<file path="src/hdl/axi_adapter_pkg.sv">
package axi_adapter_pkg;

  // ----------------------------------------
  // bus widths
  // ----------------------------------------
  localparam int unsigned AXI_ADDR_WIDTH = 32;
  localparam int unsigned AXI_DATA_WIDTH = 64;
  localparam int unsigned AXI_ID_WIDTH   = 4;

  typedef logic [AXI_ADDR_WIDTH-1:0]   addr_t;
  typedef logic [AXI_DATA_WIDTH-1:0]   data_t;
  typedef logic [AXI_DATA_WIDTH/8-1:0] strb_t;
  typedef logic [AXI_ID_WIDTH-1:0]     id_t;
  typedef logic [7:0]                  len_t;
  typedef logic [2:0]                  size_t;
  typedef logic [1:0]                  burst_t;
  typedef logic [1:0]                  resp_t;

  localparam burst_t BURST_FIXED = 2'b00;
  localparam burst_t BURST_INCR  = 2'b01;

  localparam resp_t RESP_OKAY   = 2'b00;
  localparam resp_t RESP_SLVERR = 2'b10;

  // one word or a whole cache line
  typedef enum logic {
    SINGLE_REQ,
    LINE_REQ
  } req_kind_e;

  // ----------------------------------------
  // channel payloads
  // ----------------------------------------
  // address channel, shared by AW and AR
  typedef struct packed {
    addr_t  addr;
    len_t   len;
    size_t  size;
    burst_t burst;
    id_t    id;
  } ax_chan_t;

  typedef struct packed {
    data_t data;
    strb_t strb;
    logic  last;
  } w_chan_t;

  typedef struct packed {
    id_t   id;
    resp_t resp;
  } b_chan_t;

  typedef struct packed {
    data_t data;
    id_t   id;
    resp_t resp;
    logic  last;
  } r_chan_t;

  // master to slave
  typedef struct packed {
    ax_chan_t aw;
    logic     aw_valid;
    w_chan_t  w;
    logic     w_valid;
    logic     b_ready;
    ax_chan_t ar;
    logic     ar_valid;
    logic     r_ready;
  } axi_req_t;

  // slave to master
  typedef struct packed {
    logic    aw_ready;
    logic    w_ready;
    b_chan_t b;
    logic    b_valid;
    logic    ar_ready;
    r_chan_t r;
    logic    r_valid;
  } axi_rsp_t;

endpackage

</file>
<file path="src/hdl/axi_write_ctrl.sv">
`timescale 1ns/1ps

module axi_write_ctrl #(
  parameter int unsigned LINE_BEATS = 4
) (
  input  logic                                    clk_i,
  input  logic                                    rst_n_i,
  input  logic                                    start_i,
  input  axi_adapter_pkg::req_kind_e              kind_i,
  input  axi_adapter_pkg::addr_t                  addr_i,
  input  axi_adapter_pkg::size_t                  size_i,
  input  axi_adapter_pkg::id_t                    id_i,
  input  axi_adapter_pkg::data_t [LINE_BEATS-1:0] wdata_i,
  input  axi_adapter_pkg::strb_t [LINE_BEATS-1:0] be_i,
  output axi_adapter_pkg::ax_chan_t               aw_o,
  output logic                                    aw_valid_o,
  input  logic                                    aw_ready_i,
  output axi_adapter_pkg::w_chan_t                w_o,
  output logic                                    w_valid_o,
  input  logic                                    w_ready_i,
  input  axi_adapter_pkg::b_chan_t                b_i,
  input  logic                                    b_valid_i,
  output logic                                    b_ready_o,
  output logic                                    gnt_o,
  output logic                                    valid_o,
  output axi_adapter_pkg::id_t                    id_o,
  output logic                                    busy_o
);
  import axi_adapter_pkg::*;

  localparam int unsigned CNT_W       = $clog2(LINE_BEATS);
  localparam int unsigned LINE_OFFSET = $clog2(LINE_BEATS * AXI_DATA_WIDTH / 8);

  typedef enum logic [2:0] {
    IDLE,
    SEND,
    WAIT_AW,
    WAIT_W,
    WAIT_B
  } state_e;

  state_e           state_q, state_d;
  logic [CNT_W-1:0] cnt_q, cnt_d;
  logic             sending;
  logic             last_beat;
  // which of address and data has gone out by the end of this cycle
  logic             aw_done, w_done;

  assign sending   = (state_q == IDLE) ? start_i : (state_q != WAIT_B);
  assign last_beat = (kind_i == SINGLE_REQ) || (cnt_q == CNT_W'(LINE_BEATS - 1));
  assign busy_o    = (state_q != IDLE);

  // ----------------------------------------
  // channel payloads
  // ----------------------------------------
  always_comb begin
    aw_o.addr  = addr_i;
    aw_o.len   = '0;
    aw_o.size  = size_i;
    aw_o.burst = BURST_INCR;
    aw_o.id    = id_i;
    // line bursts start on the line boundary
    if (kind_i == LINE_REQ) begin
      aw_o.addr[LINE_OFFSET-1:0] = '0;
      aw_o.len                   = len_t'(LINE_BEATS - 1);
    end

    w_o.data = wdata_i[cnt_q];
    w_o.strb = be_i[cnt_q];
    w_o.last = last_beat;
  end

  // ----------------------------------------
  // AW/W/B FSM
  // ----------------------------------------
  always_comb begin
    state_d    = state_q;
    cnt_d      = cnt_q;
    aw_valid_o = 1'b0;
    w_valid_o  = 1'b0;
    b_ready_o  = 1'b0;
    gnt_o      = 1'b0;
    valid_o    = 1'b0;
    id_o       = '0;
    aw_done    = 1'b0;
    w_done     = 1'b0;

    if (sending) begin
      aw_valid_o = (state_q != WAIT_W);
      w_valid_o  = (state_q != WAIT_AW);
      aw_done    = (state_q == WAIT_W) || (aw_valid_o && aw_ready_i);
      w_done     = (state_q == WAIT_AW) || (w_valid_o && w_ready_i && last_beat);

      // step to the next beat, wrap to zero after the last one
      if (w_valid_o && w_ready_i) begin
        cnt_d = last_beat ? '0 : cnt_q + 1'b1;
      end

      unique case ({aw_done, w_done})
        2'b11: begin
          gnt_o   = 1'b1;
          state_d = WAIT_B;
        end
        2'b10:   state_d = WAIT_W;
        2'b01:   state_d = WAIT_AW;
        default: state_d = SEND;
      endcase
    end else if (state_q == WAIT_B) begin
      b_ready_o = 1'b1;
      if (b_valid_i) begin
        valid_o = 1'b1;
        id_o    = b_i.id;
        state_d = IDLE;
      end
    end
  end

  always_ff @(posedge clk_i or negedge rst_n_i) begin
    if (!rst_n_i) begin
      state_q <= IDLE;
      cnt_q   <= '0;
    end else begin
      state_q <= state_d;
      cnt_q   <= cnt_d;
    end
  end

endmodule

</file>
<file path="src/hdl/axi_read_ctrl.sv">
`timescale 1ns/1ps

module axi_read_ctrl #(
  parameter int unsigned LINE_BEATS = 4
) (
  input  logic                                    clk_i,
  input  logic                                    rst_n_i,
  input  logic                                    start_i,
  input  axi_adapter_pkg::req_kind_e              kind_i,
  input  axi_adapter_pkg::addr_t                  addr_i,
  input  axi_adapter_pkg::size_t                  size_i,
  input  axi_adapter_pkg::id_t                    id_i,
  output axi_adapter_pkg::ax_chan_t               ar_o,
  output logic                                    ar_valid_o,
  input  logic                                    ar_ready_i,
  input  axi_adapter_pkg::r_chan_t                r_i,
  input  logic                                    r_valid_i,
  output logic                                    r_ready_o,
  output logic                                    gnt_o,
  output logic                                    valid_o,
  output axi_adapter_pkg::id_t                    id_o,
  output axi_adapter_pkg::data_t [LINE_BEATS-1:0] rdata_o,
  output logic                                    busy_o
);
  import axi_adapter_pkg::*;

  localparam int unsigned CNT_W       = $clog2(LINE_BEATS);
  localparam int unsigned LINE_OFFSET = $clog2(LINE_BEATS * AXI_DATA_WIDTH / 8);

  typedef enum logic [1:0] {
    IDLE,
    WAIT_R,
    COMPLETE
  } state_e;

  state_e           state_q, state_d;
  logic [CNT_W-1:0] cnt_q, cnt_d;
  logic             beat_acc;

  // line buffer and the id of the final beat
  data_t [LINE_BEATS-1:0] line_q;
  id_t                    id_q;

  assign beat_acc = (state_q == WAIT_R) && r_valid_i;
  assign rdata_o  = line_q;
  assign busy_o   = (state_q != IDLE);

  // ----------------------------------------
  // AR payload
  // ----------------------------------------
  always_comb begin
    ar_o.addr  = addr_i;
    ar_o.len   = '0;
    ar_o.size  = size_i;
    ar_o.burst = BURST_INCR;
    ar_o.id    = id_i;
    // incrementing line burst, so start at the line base
    if (kind_i == LINE_REQ) begin
      ar_o.addr[LINE_OFFSET-1:0] = '0;
      ar_o.len                   = len_t'(LINE_BEATS - 1);
    end
  end

  // ----------------------------------------
  // AR/R FSM
  // ----------------------------------------
  always_comb begin
    state_d    = state_q;
    cnt_d      = cnt_q;
    ar_valid_o = 1'b0;
    r_ready_o  = 1'b0;
    gnt_o      = 1'b0;
    valid_o    = 1'b0;
    id_o       = '0;

    unique case (state_q)
      IDLE: begin
        // valid stays up as long as the client holds its request
        ar_valid_o = start_i;
        if (start_i && ar_ready_i) begin
          gnt_o   = 1'b1;
          state_d = WAIT_R;
        end
      end

      WAIT_R: begin
        r_ready_o = 1'b1;
        if (r_valid_i) begin
          if (r_i.last) begin
            cnt_d   = '0;
            state_d = COMPLETE;
          end else begin
            cnt_d = cnt_q + 1'b1;
          end
        end
      end

      COMPLETE: begin
        valid_o = 1'b1;
        id_o    = id_q;
        state_d = IDLE;
      end

      default: state_d = IDLE;
    endcase
  end

  always_ff @(posedge clk_i or negedge rst_n_i) begin
    if (!rst_n_i) begin
      state_q <= IDLE;
      cnt_q   <= '0;
    end else begin
      state_q <= state_d;
      cnt_q   <= cnt_d;
    end
  end

  // beat k lands in word k, a single read only ever fills word 0
  always_ff @(posedge clk_i) begin
    if (beat_acc) begin
      line_q[cnt_q] <= r_i.data;
    end
    if (beat_acc && r_i.last) begin
      id_q <= r_i.id;
    end
  end

endmodule

</file>
<file path="src/hdl/axi_adapter.sv">
`timescale 1ns/1ps

module axi_adapter #(
  parameter int unsigned LINE_BEATS = 4
) (
  input  logic                                    clk_i,
  input  logic                                    rst_n_i,
  // client side
  input  logic                                    req_i,
  input  logic                                    we_i,
  input  axi_adapter_pkg::req_kind_e              kind_i,
  input  axi_adapter_pkg::addr_t                  addr_i,
  input  axi_adapter_pkg::size_t                  size_i,
  input  axi_adapter_pkg::id_t                    id_i,
  input  axi_adapter_pkg::data_t [LINE_BEATS-1:0] wdata_i,
  input  axi_adapter_pkg::strb_t [LINE_BEATS-1:0] be_i,
  output logic                                    gnt_o,
  output logic                                    valid_o,
  output axi_adapter_pkg::id_t                    id_o,
  output axi_adapter_pkg::data_t [LINE_BEATS-1:0] rdata_o,
  output logic                                    busy_o,
  // AXI side
  output axi_adapter_pkg::axi_req_t               axi_req_o,
  input  axi_adapter_pkg::axi_rsp_t               axi_rsp_i
);
  import axi_adapter_pkg::*;

  // write controller outputs
  ax_chan_t wr_aw;
  w_chan_t  wr_w;
  logic     wr_aw_valid, wr_w_valid, wr_b_ready;
  logic     wr_gnt, wr_valid, wr_busy;
  id_t      wr_id;

  // read controller outputs
  ax_chan_t rd_ar;
  logic     rd_ar_valid, rd_r_ready;
  logic     rd_gnt, rd_valid, rd_busy;
  id_t      rd_id;

  logic wr_start, rd_start;

  // a request only starts while the other direction is idle
  assign wr_start = req_i && we_i && !rd_busy;
  assign rd_start = req_i && !we_i && !wr_busy;

  axi_write_ctrl #(
    .LINE_BEATS (LINE_BEATS)
  ) axi_write_ctrl_i (
    .clk_i      (clk_i),
    .rst_n_i    (rst_n_i),
    .start_i    (wr_start),
    .kind_i     (kind_i),
    .addr_i     (addr_i),
    .size_i     (size_i),
    .id_i       (id_i),
    .wdata_i    (wdata_i),
    .be_i       (be_i),
    .aw_o       (wr_aw),
    .aw_valid_o (wr_aw_valid),
    .aw_ready_i (axi_rsp_i.aw_ready),
    .w_o        (wr_w),
    .w_valid_o  (wr_w_valid),
    .w_ready_i  (axi_rsp_i.w_ready),
    .b_i        (axi_rsp_i.b),
    .b_valid_i  (axi_rsp_i.b_valid),
    .b_ready_o  (wr_b_ready),
    .gnt_o      (wr_gnt),
    .valid_o    (wr_valid),
    .id_o       (wr_id),
    .busy_o     (wr_busy)
  );

  axi_read_ctrl #(
    .LINE_BEATS (LINE_BEATS)
  ) axi_read_ctrl_i (
    .clk_i      (clk_i),
    .rst_n_i    (rst_n_i),
    .start_i    (rd_start),
    .kind_i     (kind_i),
    .addr_i     (addr_i),
    .size_i     (size_i),
    .id_i       (id_i),
    .ar_o       (rd_ar),
    .ar_valid_o (rd_ar_valid),
    .ar_ready_i (axi_rsp_i.ar_ready),
    .r_i        (axi_rsp_i.r),
    .r_valid_i  (axi_rsp_i.r_valid),
    .r_ready_o  (rd_r_ready),
    .gnt_o      (rd_gnt),
    .valid_o    (rd_valid),
    .id_o       (rd_id),
    .rdata_o    (rdata_o),
    .busy_o     (rd_busy)
  );

  // ----------------------------------------
  // AXI request assembly
  // ----------------------------------------
  always_comb begin
    axi_req_o.aw       = wr_aw;
    axi_req_o.aw_valid = wr_aw_valid;
    axi_req_o.w        = wr_w;
    axi_req_o.w_valid  = wr_w_valid;
    axi_req_o.b_ready  = wr_b_ready;
    axi_req_o.ar       = rd_ar;
    axi_req_o.ar_valid = rd_ar_valid;
    axi_req_o.r_ready  = rd_r_ready;
  end

  // only one controller is active, idle ones drive zero
  assign gnt_o   = wr_gnt | rd_gnt;
  assign valid_o = wr_valid | rd_valid;
  assign id_o    = wr_id | rd_id;
  assign busy_o  = wr_busy | rd_busy;

endmodule

</file>
<file path="config.mk">
export PLATFORM = sky130hd
export DESIGN_NAME = axi_adapter
export DESIGN_NICKNAME = d
export VERILOG_FILES = /design/src/hdl/axi_adapter_pkg.sv /design/src/hdl/axi_write_ctrl.sv /design/src/hdl/axi_read_ctrl.sv /design/src/hdl/axi_adapter.sv
export SDC_FILE = /design/constraint.sdc
export NUM_CORES = 1
export LEC_CHECK = 0
export BUFFER_PORTS_ARGS = -buffer_cell sky130_fd_sc_hd__buf_2
export CAP_MARGIN = 20
export CORE_AREA = 2 2 330 332
export CTS_CLUSTER_SIZE = 14
export DETAILED_ROUTE_END_ITERATION = 10
export DIE_AREA = 0 0 332 334
export PLACE_DENSITY_LB_ADDON = 0.3
export SETUP_SLACK_MARGIN = 0.15
export SLEW_MARGIN = 10
export SYNTH_ARGS = -nofsm -noshare
export SYNTH_HDL_FRONTEND = slang
export SYNTH_SLANG_ARGS = --single-unit
</file>
<file path="constraint.sdc">
create_clock -name clk_i -period 3.5 [get_ports clk_i]
set_input_delay 0.175 -clock clk_i [delete_from_list [all_inputs] [get_ports clk_i]]
set_output_delay 0.175 -clock clk_i [all_outputs]
set_load 0.01 [all_outputs]
</file>
==> Word-level counts from Yosys, hierarchy flattened <==
Index checks and enable logic that the tools add are counted.
{ "word_totals": {"regBits": 269, "latchBits": 0, "ram_bits": 0, "rom_bits": 0, "in_bits": 414, "output_inout_bits": 439, "memories": 0} }
{ "classes": {"n_addsub": 2, "multipliers": 0, "div": 0, "n_lt_le_gt_ge": 3, "eq_ne": 15, "shifts": 0, "mux": 37, "bitwise_logic": 5, "reduce_logical": 27} }
{ "op_table": {"columns": ["op", "n"], "rows": [
  ["$bwmux W256", 1],
  ["$bmux W64 S2", 1],
  ["$demux W64 S2", 1],
  ["$mux W64", 2],
  ["$bmux W8 S2", 1],
  ["$mux W4", 4],
  ["$mux W1", 15],
  ["$mux W13", 1],
  ["$logic_and A1 B1 Y1", 11],
  ["$mux W2", 5],
  ["$mux W3", 3],
  ["$pmux W3 S3", 1],
  ["$eq A2 B2 Y1 const B", 4],
  ["$mux W8", 1],
  ["$eq A3 B2 Y1 const B", 2],
  ["$lt A2 B3 Y1 const B", 2],
  ["$ne A3 B2 Y1 const B", 2],
  ["$reduce_and A2 Y1", 3],
  ["$reduce_bool A2 Y1", 3],
  ["$add A2 B1 Y2 const B", 2],
  ["$eq A2 B1 Y1 const B", 2],
  ["$ne A2 B2 Y1 const B", 2],
  ["$or A4 B4 Y4", 1],
  ["$pmux W2 S2", 1],
  ["other kinds (12)", 18]
]} }

==> Depth between registers and ports, before layout <==
Gate-level depths: netlist of run 1.
{ "depth": {"ltp_word": 8, "depth_mapped": 7, "mapped_depth_nobuf": 7} }

==> Modules after synthesis <==
From an unflattened synthesis of run 1, not the netlist that was laid out.
{ "hier_totals": {"cells_unflattened": 539, "hier_area_um2": 11076.9} }
{ "modules_own_cells": {"columns": ["mod", "instances", "cells_per_inst", "area_per_inst_um2", "seq_area_each_um2"], "rows": [
  ["axi_read_ctrl", 1, 346, 8500.7, 7907.6],
  ["axi_write_ctrl", 1, 179, 2478.6, 125.1],
  ["axi_adapter", 1, 14, 97.6, 0.0]
]} }

==> Least setup slack after synthesis of run 1 <==
Ideal clock, no wire load.
{ "synth_timing": {"path_type": "register to register", "startpoint": "reg axi_read_ctrl_i.state_q[1]", "endpoint": "reg axi_read_ctrl_i.line_q, in the netlist axi_read_ctrl_i.rdata_o[0], enable pin", "setup_ps": 429, "arrival_ps": 2371, "path_slack_ps": 699, "path_stages_with_launch": 4, "n_path_buf": 1, "synth_period_minus_slack_ps": 2801, "cell_sequence": "dfrtp_1 > and2b_1 > clkbuf_1 > and3_1"} }
{ "synth_between": {"elab_chain_cells": 2} }
{ "synth_lines": {"columns": ["element", "line", "rtl"], "rows": [
  ["start, declared", "axi_read_ctrl.sv:36", "state_e state_q, state_d;"],
  ["start signal, assigned", "axi_read_ctrl.sv:113", "state_q <= state_d;"],
  ["$eq A2 B1 Y1", "axi_read_ctrl.sv:44", "assign beat_acc = (state_q == WAIT_R) && r_valid_i;"],
  ["$logic_and A1 B1 Y1", "axi_read_ctrl.sv:44", null],
  ["end signal, assigned by index", "axi_read_ctrl.sv:121", "line_q[cnt_q] <= r_i.data;"],
  ["end, declared", "axi_read_ctrl.sv:41", "data_t [LINE_BEATS-1:0] line_q;"]
]} }
Every way passes these cells.
A chain may end at the register's enable or synchronous reset.

==> results of run 1 <==
## kinds of logic after synthesis
group	count (synthesis)	share of synthesized area
other	2	0.000684
AND/OR/NAND/NOR	37	0.0202
buffers and inverters	124	0.0789
AO/OA/AOI/OAI	15	0.0104
flip-flops	269	0.732
multiplexers	74	0.150
adder cells (fa/ha/maj)	7	0.00798
## placed cells by master, fill, tap and decap left out, types with 3 or more instances in the layout
master and n:
edfxtp_1 260, nor2b_1 8, mux4_2 72, conb_1 16, inv_8 3, clkbuf_1 7
and3_4 4, ha_1 7, buf_12 5, a22o_1 4, clkbuf_16 29, and3_1 3
buf_4 5, dfrtp_1 7, buf_2 730, inv_1 8, nand2_1 8, clkinv_1 7
dlygate4sd3_1 76, nor2_1 4
## flip-flops by register name (all words and copies together) (netlist names)
register,count
axi_write_ctrl_i.cnt_q,2
axi_read_ctrl_i.state_q,2
axi_read_ctrl_i.id_q,4
axi_read_ctrl_i.cnt_q,2
axi_write_ctrl_i.state_q,3
axi_read_ctrl_i.rdata_o,256
## power groups by stage
stage,registers (W),logic [W],clock network (W)
2_1_floorplan,0.00396,0.00159,0
3_3_place_gp,0.00397,0.00272,0
3_5_place_dp,0.00398,0.00273,0
4_1_cts,0.00392,0.00279,0.00308
5_1_grt,0.00394,0.00291,0.00318
6_report,0.00391,0.00273,0.00297
## routing by layer
metal  vias to the layer above  track usage  part of all wire
li1                       3501            -                 -
met1                      4107        0.125              0.38
met2                       631        0.192              0.49
met3                        85       0.0391             0.094
met4                         2       0.0340             0.033
met5                         -      0.00782            0.0020
## through the flow
step           std cells  worst slack (ns)  hold slack [ns]  power (W)
4_1_cts             2708             0.735         0.000862    0.00979
3_5_place_dp        2580              1.26           0.0706    0.00671
6_report            2710             0.783           0.0439    0.00961
2_1_floorplan        542             0.699           -0.121    0.00555
3_3_place_gp        2580              1.30           0.0700    0.00669
5_1_grt             2710             0.675           0.0495     0.0100
## area by class of cell
| type | count | area (µm²) | share of cell area |
|---|---|---|---|
| Sequential cell | 269 | 8040 | 0.461 |
| Timing Repair Buffer | 816 | 4550 | 0.261 |
| Multi-Input combinational cell | 149 | 2150 | 0.123 |
| Tap cell | 1414 | 1770 | 0.101 |
| Clock buffer | 36 | 752 | 0.0431 |
| Clock inverter | 16 | 159 | 0.00910 |
| Inverter | 8 | 30.0 | 0.00172 |
| Antenna cell | 2 | 5.00 | 0.000287 |
## critical path, delay by kind of cell (launching register included)
family   cells  cell delay (ns)
mux          1             0.40
flops        1             0.69
buf+inv      2             0.80
## what timing repair did
| item | CTS | global route |
|---|---|---|
| hold buffers | 76 | 0 |
| gates resized for setup | 0 | 0 |
| buffers inserted | 0 | 0 |
| endpoints found under the hold margin | 275 | 0 |
## worst paths after layout
kind	start	endpoint	cells after the start
max	axi_write_ctrl_i.cnt_q[1]	axi_req_o[79]	3
max reg2reg	axi_read_ctrl_i.state_q[1]	axi_read_ctrl_i.state_q[0]	5
min reg2reg	axi_read_ctrl_i.cnt_q[1]	axi_read_ctrl_i.cnt_q[1]	2
max in group asynchronous	rst_n_i	axi_write_ctrl_i.cnt_q[0]	2
min	rst_n_i	axi_read_ctrl_i.cnt_q[0]	2
min in group clk_i	axi_rsp_i[81]	axi_write_ctrl_i.state_q[1]	4
==> flow_summary.ini, run 1 <==
[global_routing]
gr-total-overflow = 0
grt_pass1_wl_um = 82800
antenna_found_initial = 28
grt_max_degree = 60
grt_pass1_vias = 8924
grtUsageTotal = 0.110

[worst_setup_path]
slowest_delay_ns = 0.69
worst_path_max_delay_cell = dfrtp_4
critPathRequiredTime_ns = 3.32
criticalPathCategory = register to primary output
path_cells = buf_4 -> mux4_2 -> buf_2
worstSetupStartpointType = register
critPathCaptureType = primary output
r2r_slack_ns = 1.23
crit_fanout = 47
crit_arrival_ns = 2.54

[cells_and_area]
area_growth_pct = 59.1
stdcell_area_um2 = 17500
final_core_utilization = 0.162
nets = 1694
drive_gt1_frac = 0.666
num-fill-cells = 11943

[routing]
drtIter0Drc = 407
finalWirelength_um = 63900
drtAntennaViolNets = 0
num_vias = 8326
drc_errors = 0
firstDrtPassIters = 4
viasPerCell = 3.07
routedWlPerCell_um = 23.6

[timing]
worstMarginPinSlew_ns = 0.704
finalHoldViolCount = 0
slew_headroom = 0.531
min_period_over_period = 0.776
clock_skew_ns = 0.0118
finalCriticalPeriod_ns = 2.72
setup_viol = 0
maxSlewViolCount = 0
fin_setup_tns_ns = 0
rsz0062_at_grt = no
fmax_mhz = 368

[clock_network]
cts_buffers = 29
cts_root_buf = clkbuf_16
tritoncts = done
cts_buffer_depth = 3
cts_sinks = 269
clk-insertion-delay-late_ns = 0.57
path_clk_slew_ns = 0.07
htree_levels = 1

[floorplanning]
dieArea_um2 = 111000
rows = 121
die_h_um = 334
start_util = 0.102
io_pins = 853
die-width_um = 332
core_area_um2 = 108000

[placed_design]
dpl_cell_area_um2 = 15800
gp_congestion = 1.06
hpwlAfterDp_um = 55100
port_buffers = 730

[logic_synthesis]
yosys_warnings = 0
ys_top_cells_by_count = edfxtp_1, buf_4, mux4_2, dfrtp_1
synth_edf_count = 260
syn_area_per_cell_um2 = 20.8
synth-seq-cells = 269
post-synth-top-area-cell = edfxtp_1
dominantRegCellSynth = edfxtp_1
syn_inst = 528
yosysMostFrequentCell = edfxtp_1
yosysTopAreaCellShare = 0.712
async_flop_share = 0.0335
synthTopCellsByArea = edfxtp_1, mux4_2, buf_4, dfrtp_1, ha_1
ys_seq_area_frac = 0.732
syn_area_um2 = 11000
synthDistinctLibCells = 32

[job]
maxCapViolations = 0

[outcome]
status = completed

[pwr]
swShare = 0.300
peakVddDrop_mv = 0.334
pwr-share-seq = 0.407
power_density_nw_per_um2 = 551
p_clk_frac = 0.309
p_switching_w = 0.00289
leakage_nw = 6.90
p_int_w = 0.00672
combPwrFrac = 0.284

[worst_hold_path]
hold_path.class = input port to async pin
Power figures use the tool's default switching activity.
==> run 2, diff against run 1 <==
--- a/config.mk
+++ b/config.mk
@@ -5,12 +5,13 @@
 export SDC_FILE = /design/constraint.sdc
 export NUM_CORES = 1
 export LEC_CHECK = 0
+export ABC_AREA = 1
 export BUFFER_PORTS_ARGS = -buffer_cell sky130_fd_sc_hd__buf_2
 export CAP_MARGIN = 20
-export CORE_AREA = 2 2 330 332
+export CORE_AREA = 2 2 335 337
 export CTS_CLUSTER_SIZE = 14
 export DETAILED_ROUTE_END_ITERATION = 10
-export DIE_AREA = 0 0 332 334
+export DIE_AREA = 0 0 337 339
 export PLACE_DENSITY_LB_ADDON = 0.3
 export SETUP_SLACK_MARGIN = 0.15
 export SLEW_MARGIN = 10
==> constraint.sdc (replaced) <==
create_clock -name clk_i -period 2.6 [get_ports clk_i]
set_input_delay 0.13 -clock clk_i [delete_from_list [all_inputs] [get_ports clk_i]]
set_output_delay 0.13 -clock clk_i [all_outputs]
set_load 0.01 [all_outputs]
==> run 2 against run 1 <==
  * Critical path depth up 2
  * Wire length down 3.1%
  * Global-route usage decreased by 1.0 points
  * Largest power group unchanged
  * Highest routed layer unchanged
==> flow_summary.ini, run 2 <==
[global_routing]
grtUsageMet2 = 0.170
antenna_found_initial = 29
use_met3 = 0.0239
gr-total-overflow = 0
grt_pass1_wl_um = 79300
grt_pass1_vias = 9756
use_met1 = 0.120
grt_max_degree = 97
grtUsageTotal = 0.100
grt_most_used_layer = met2

[timing]
fin_hold_ws_ns = 0.0521
finalHoldViolCount = 0
finalCriticalPeriod_ns = 2.39
setup_slack_ns = 0.213
min_period_over_period = 0.918
maxSlewViolCount = 0
fin_setup_tns_ns = 0
setup_viol = 0
worstMarginPinSlew_ns = 0.536
clock_skew_ns = 0.0152
slew_headroom = 0.639
rsz0062_at_grt = yes
fmax_mhz = 419

[logic_synthesis]
muxShareOfSynthArea = 0
synth-seq-cells = 269
synthAdderAreaFrac = 0.00778
syn_area_um2 = 11300
dominantRegCellSynth = edfxtp_1
ys_seq_area_frac = 0.713
syn_inst = 883
async_flop_share = 0.0335
synth_edf_count = 260
yosysTopAreaCellShare = 0.693
synth-xor-area-share = 0
synthTopCellsByArea = edfxtp_1, o21ai_0, buf_4, nor2_1, o22ai_1
synth_top_family_by_area = compound AO/OA/AOI/OAI gates
yosys_warnings = 0
synth-compound-area-share = 0.109
post-synth-top-area-cell = edfxtp_1
yosysMostFrequentCell = edfxtp_1
syn_area_per_cell_um2 = 12.8
synthDistinctLibCells = 20
ys_top_cells_by_count = edfxtp_1, nor2_1, o21ai_0, buf_4, o22ai_1
synthSimpleGateAreaFrac = 0.0680

[worst_setup_path]
crit_fanout = 48
worst_path_max_delay_cell = dfrtp_4
critPathRequiredTime_ns = 2.47
critPathCaptureType = primary output
slowest_delay_ns = 0.58
worstSetupStartpointType = register
criticalPathCategory = register to primary output
crit_arrival_ns = 2.26
path_cells = inv_6 -> buf_12 -> o21ai_0 -> o22ai_1 -> buf_2

[clock_network]
cts_root_buf = clkbuf_16
htree_levels = 1
cts_buffers = 27
path_clk_slew_ns = 0.06
tritoncts = done
cts_buffer_depth = 3
clk-insertion-delay-late_ns = 0.57
cts_sinks = 269

[pwr]
leakage_nw = 7.41
power_density_nw_per_um2 = 773
peakVddDrop_mv = 0.424

[routing]
routedWlPerCell_um = 19.6
drtAntennaViolNets = 0
drtIter0Drc = 581
num_vias = 10128
finalWirelength_um = 61900
firstDrtPassIters = 5
drc_errors = 0
viasPerCell = 3.22

[cells_and_area]
area_growth_pct = 62.0
num-fill-cells = 12469
mostFrequentLayoutCells = buf_2, edfxtp_1, nor2_1
fin_cells = 3150
final_common_cell = buf_2
final_core_utilization = 0.165
largest_reg_flops = 256
drive_gt1_frac = 0.510
nets = 2055

[floorplanning]
rows = 122
start_util = 0.102
die_h_um = 339
dieArea_um2 = 114000
die-width_um = 337
io_pins = 853
core_area_um2 = 110000

[worst_hold_path]
hold_path.class = input port to register

[placed_design]
port_buffers = 730
dpl_worst_slack_ns = 0.411
gp_congestion = 0.865
numPlacedInstances = 3010
hpwlAfterDp_um = 50700

[job]
maxCapViolations = 0

[outcome]
status = completed
[run 2: cell types whose count changed after synthesis, moves of 7 or more]
| cell | previous run | this run |
|---|---|---|
| clkbuf_1 | 2 | 21 |
| o22ai_1 | 1 | 72 |
| o21ai_0 | 2 | 152 |
| nand3_1 | 0 | 12 |
| nor2b_1 | 8 | 0 |
| nor2_1 | 4 | 163 |
| nand2_1 | 8 | 22 |
| inv_1 | 8 | 35 |
| and3_1 | 7 | 0 |
| buf_6 | 0 | 9 |
| mux4_2 | 72 | 0 |
[run 2: where the power goes]
part	total (W)	internal, W	switching [W]
Clock	0.00399	0.00230	0.00169
Combinational	0.00496	0.00176	0.00320
Sequential	0.00514	0.00501	0.000124
Total	0.0141	0.00908	0.00502
[run 2: worst paths after layout]
path | slack, ns | end | cells past startpoint | start
min | 0.05 | axi_write_ctrl_i.state_q[1] | 5 | req_i
max reg2reg | 0.50 | axi_read_ctrl_i.rdata_o[165] | 6 | axi_read_ctrl_i.state_q[1]
min in group asynchronous | 0.53 | axi_write_ctrl_i.state_q[1] | 3 | rst_n_i
max in group asynchronous | 0.90 | axi_write_ctrl_i.cnt_q[0] | 4 | rst_n_i
min reg2reg | 0.66 | axi_read_ctrl_i.cnt_q[1] | 2 | axi_read_ctrl_i.cnt_q[1]
max | 0.21 | axi_req_o[91] | 5 | axi_write_ctrl_i.cnt_q[0]
[run 2: final cells by class]
cell class / count / area (µm²) / share of cell area
clock buffers: 30 / 687 / 0.0377
diodes: 12 / 30.0 / 0.00165
repair buffers: 853 / 5010 / 0.275
flip-flops and latches: 269 / 8040 / 0.441
well taps: 1488 / 1860 / 0.102
clock inverters: 15 / 191 / 0.0105
multi-input cells: 447 / 2270 / 0.125
inverters: 36 / 140 / 0.00769
[run 2: what timing repair did]
item,CTS,global route
hold endpoints to repair,278,0
buffers inserted,3,1
pin swaps,0,3
cloned,0,2
resized for setup,17,11
hold buffers,77,0
endpoints found under the setup margin,38,20
[run 2: kinds of logic after synthesis]
kind of cell,count (synthesis)
AOI/OAI and AO/OA,225
adders and majority gates,7
buffers and inverters,181
DFF,269
other,2
and+or+nand+nor,199
[run 2: layer usage]
layer  share of wire  wire length (µm)
met1            0.40             25000
met2            0.48             29700
met3           0.073              4530
met5          0.0011                71
met4           0.042              2570
[run 2: metrics by stage]
| stage | area (µm²) | power (W) |
|---|---|---|
| after floorplan | 11300 | 0.00762 |
| after global placement | 16300 | 0.00990 |
| after detailed placement | 16300 | 0.00985 |
| after CTS | 18100 | 0.0141 |
| after global routing | 18200 | 0.0148 |
| final | 18200 | 0.0141 |
[run 2: worst max-delay path: cells and delay by family (launching register included)]
kind	cells	cell delay (ns)
AO/OA/AOI/OAI	2	0.48
buffers and inverters	3	0.61
flip-flops	1	0.58
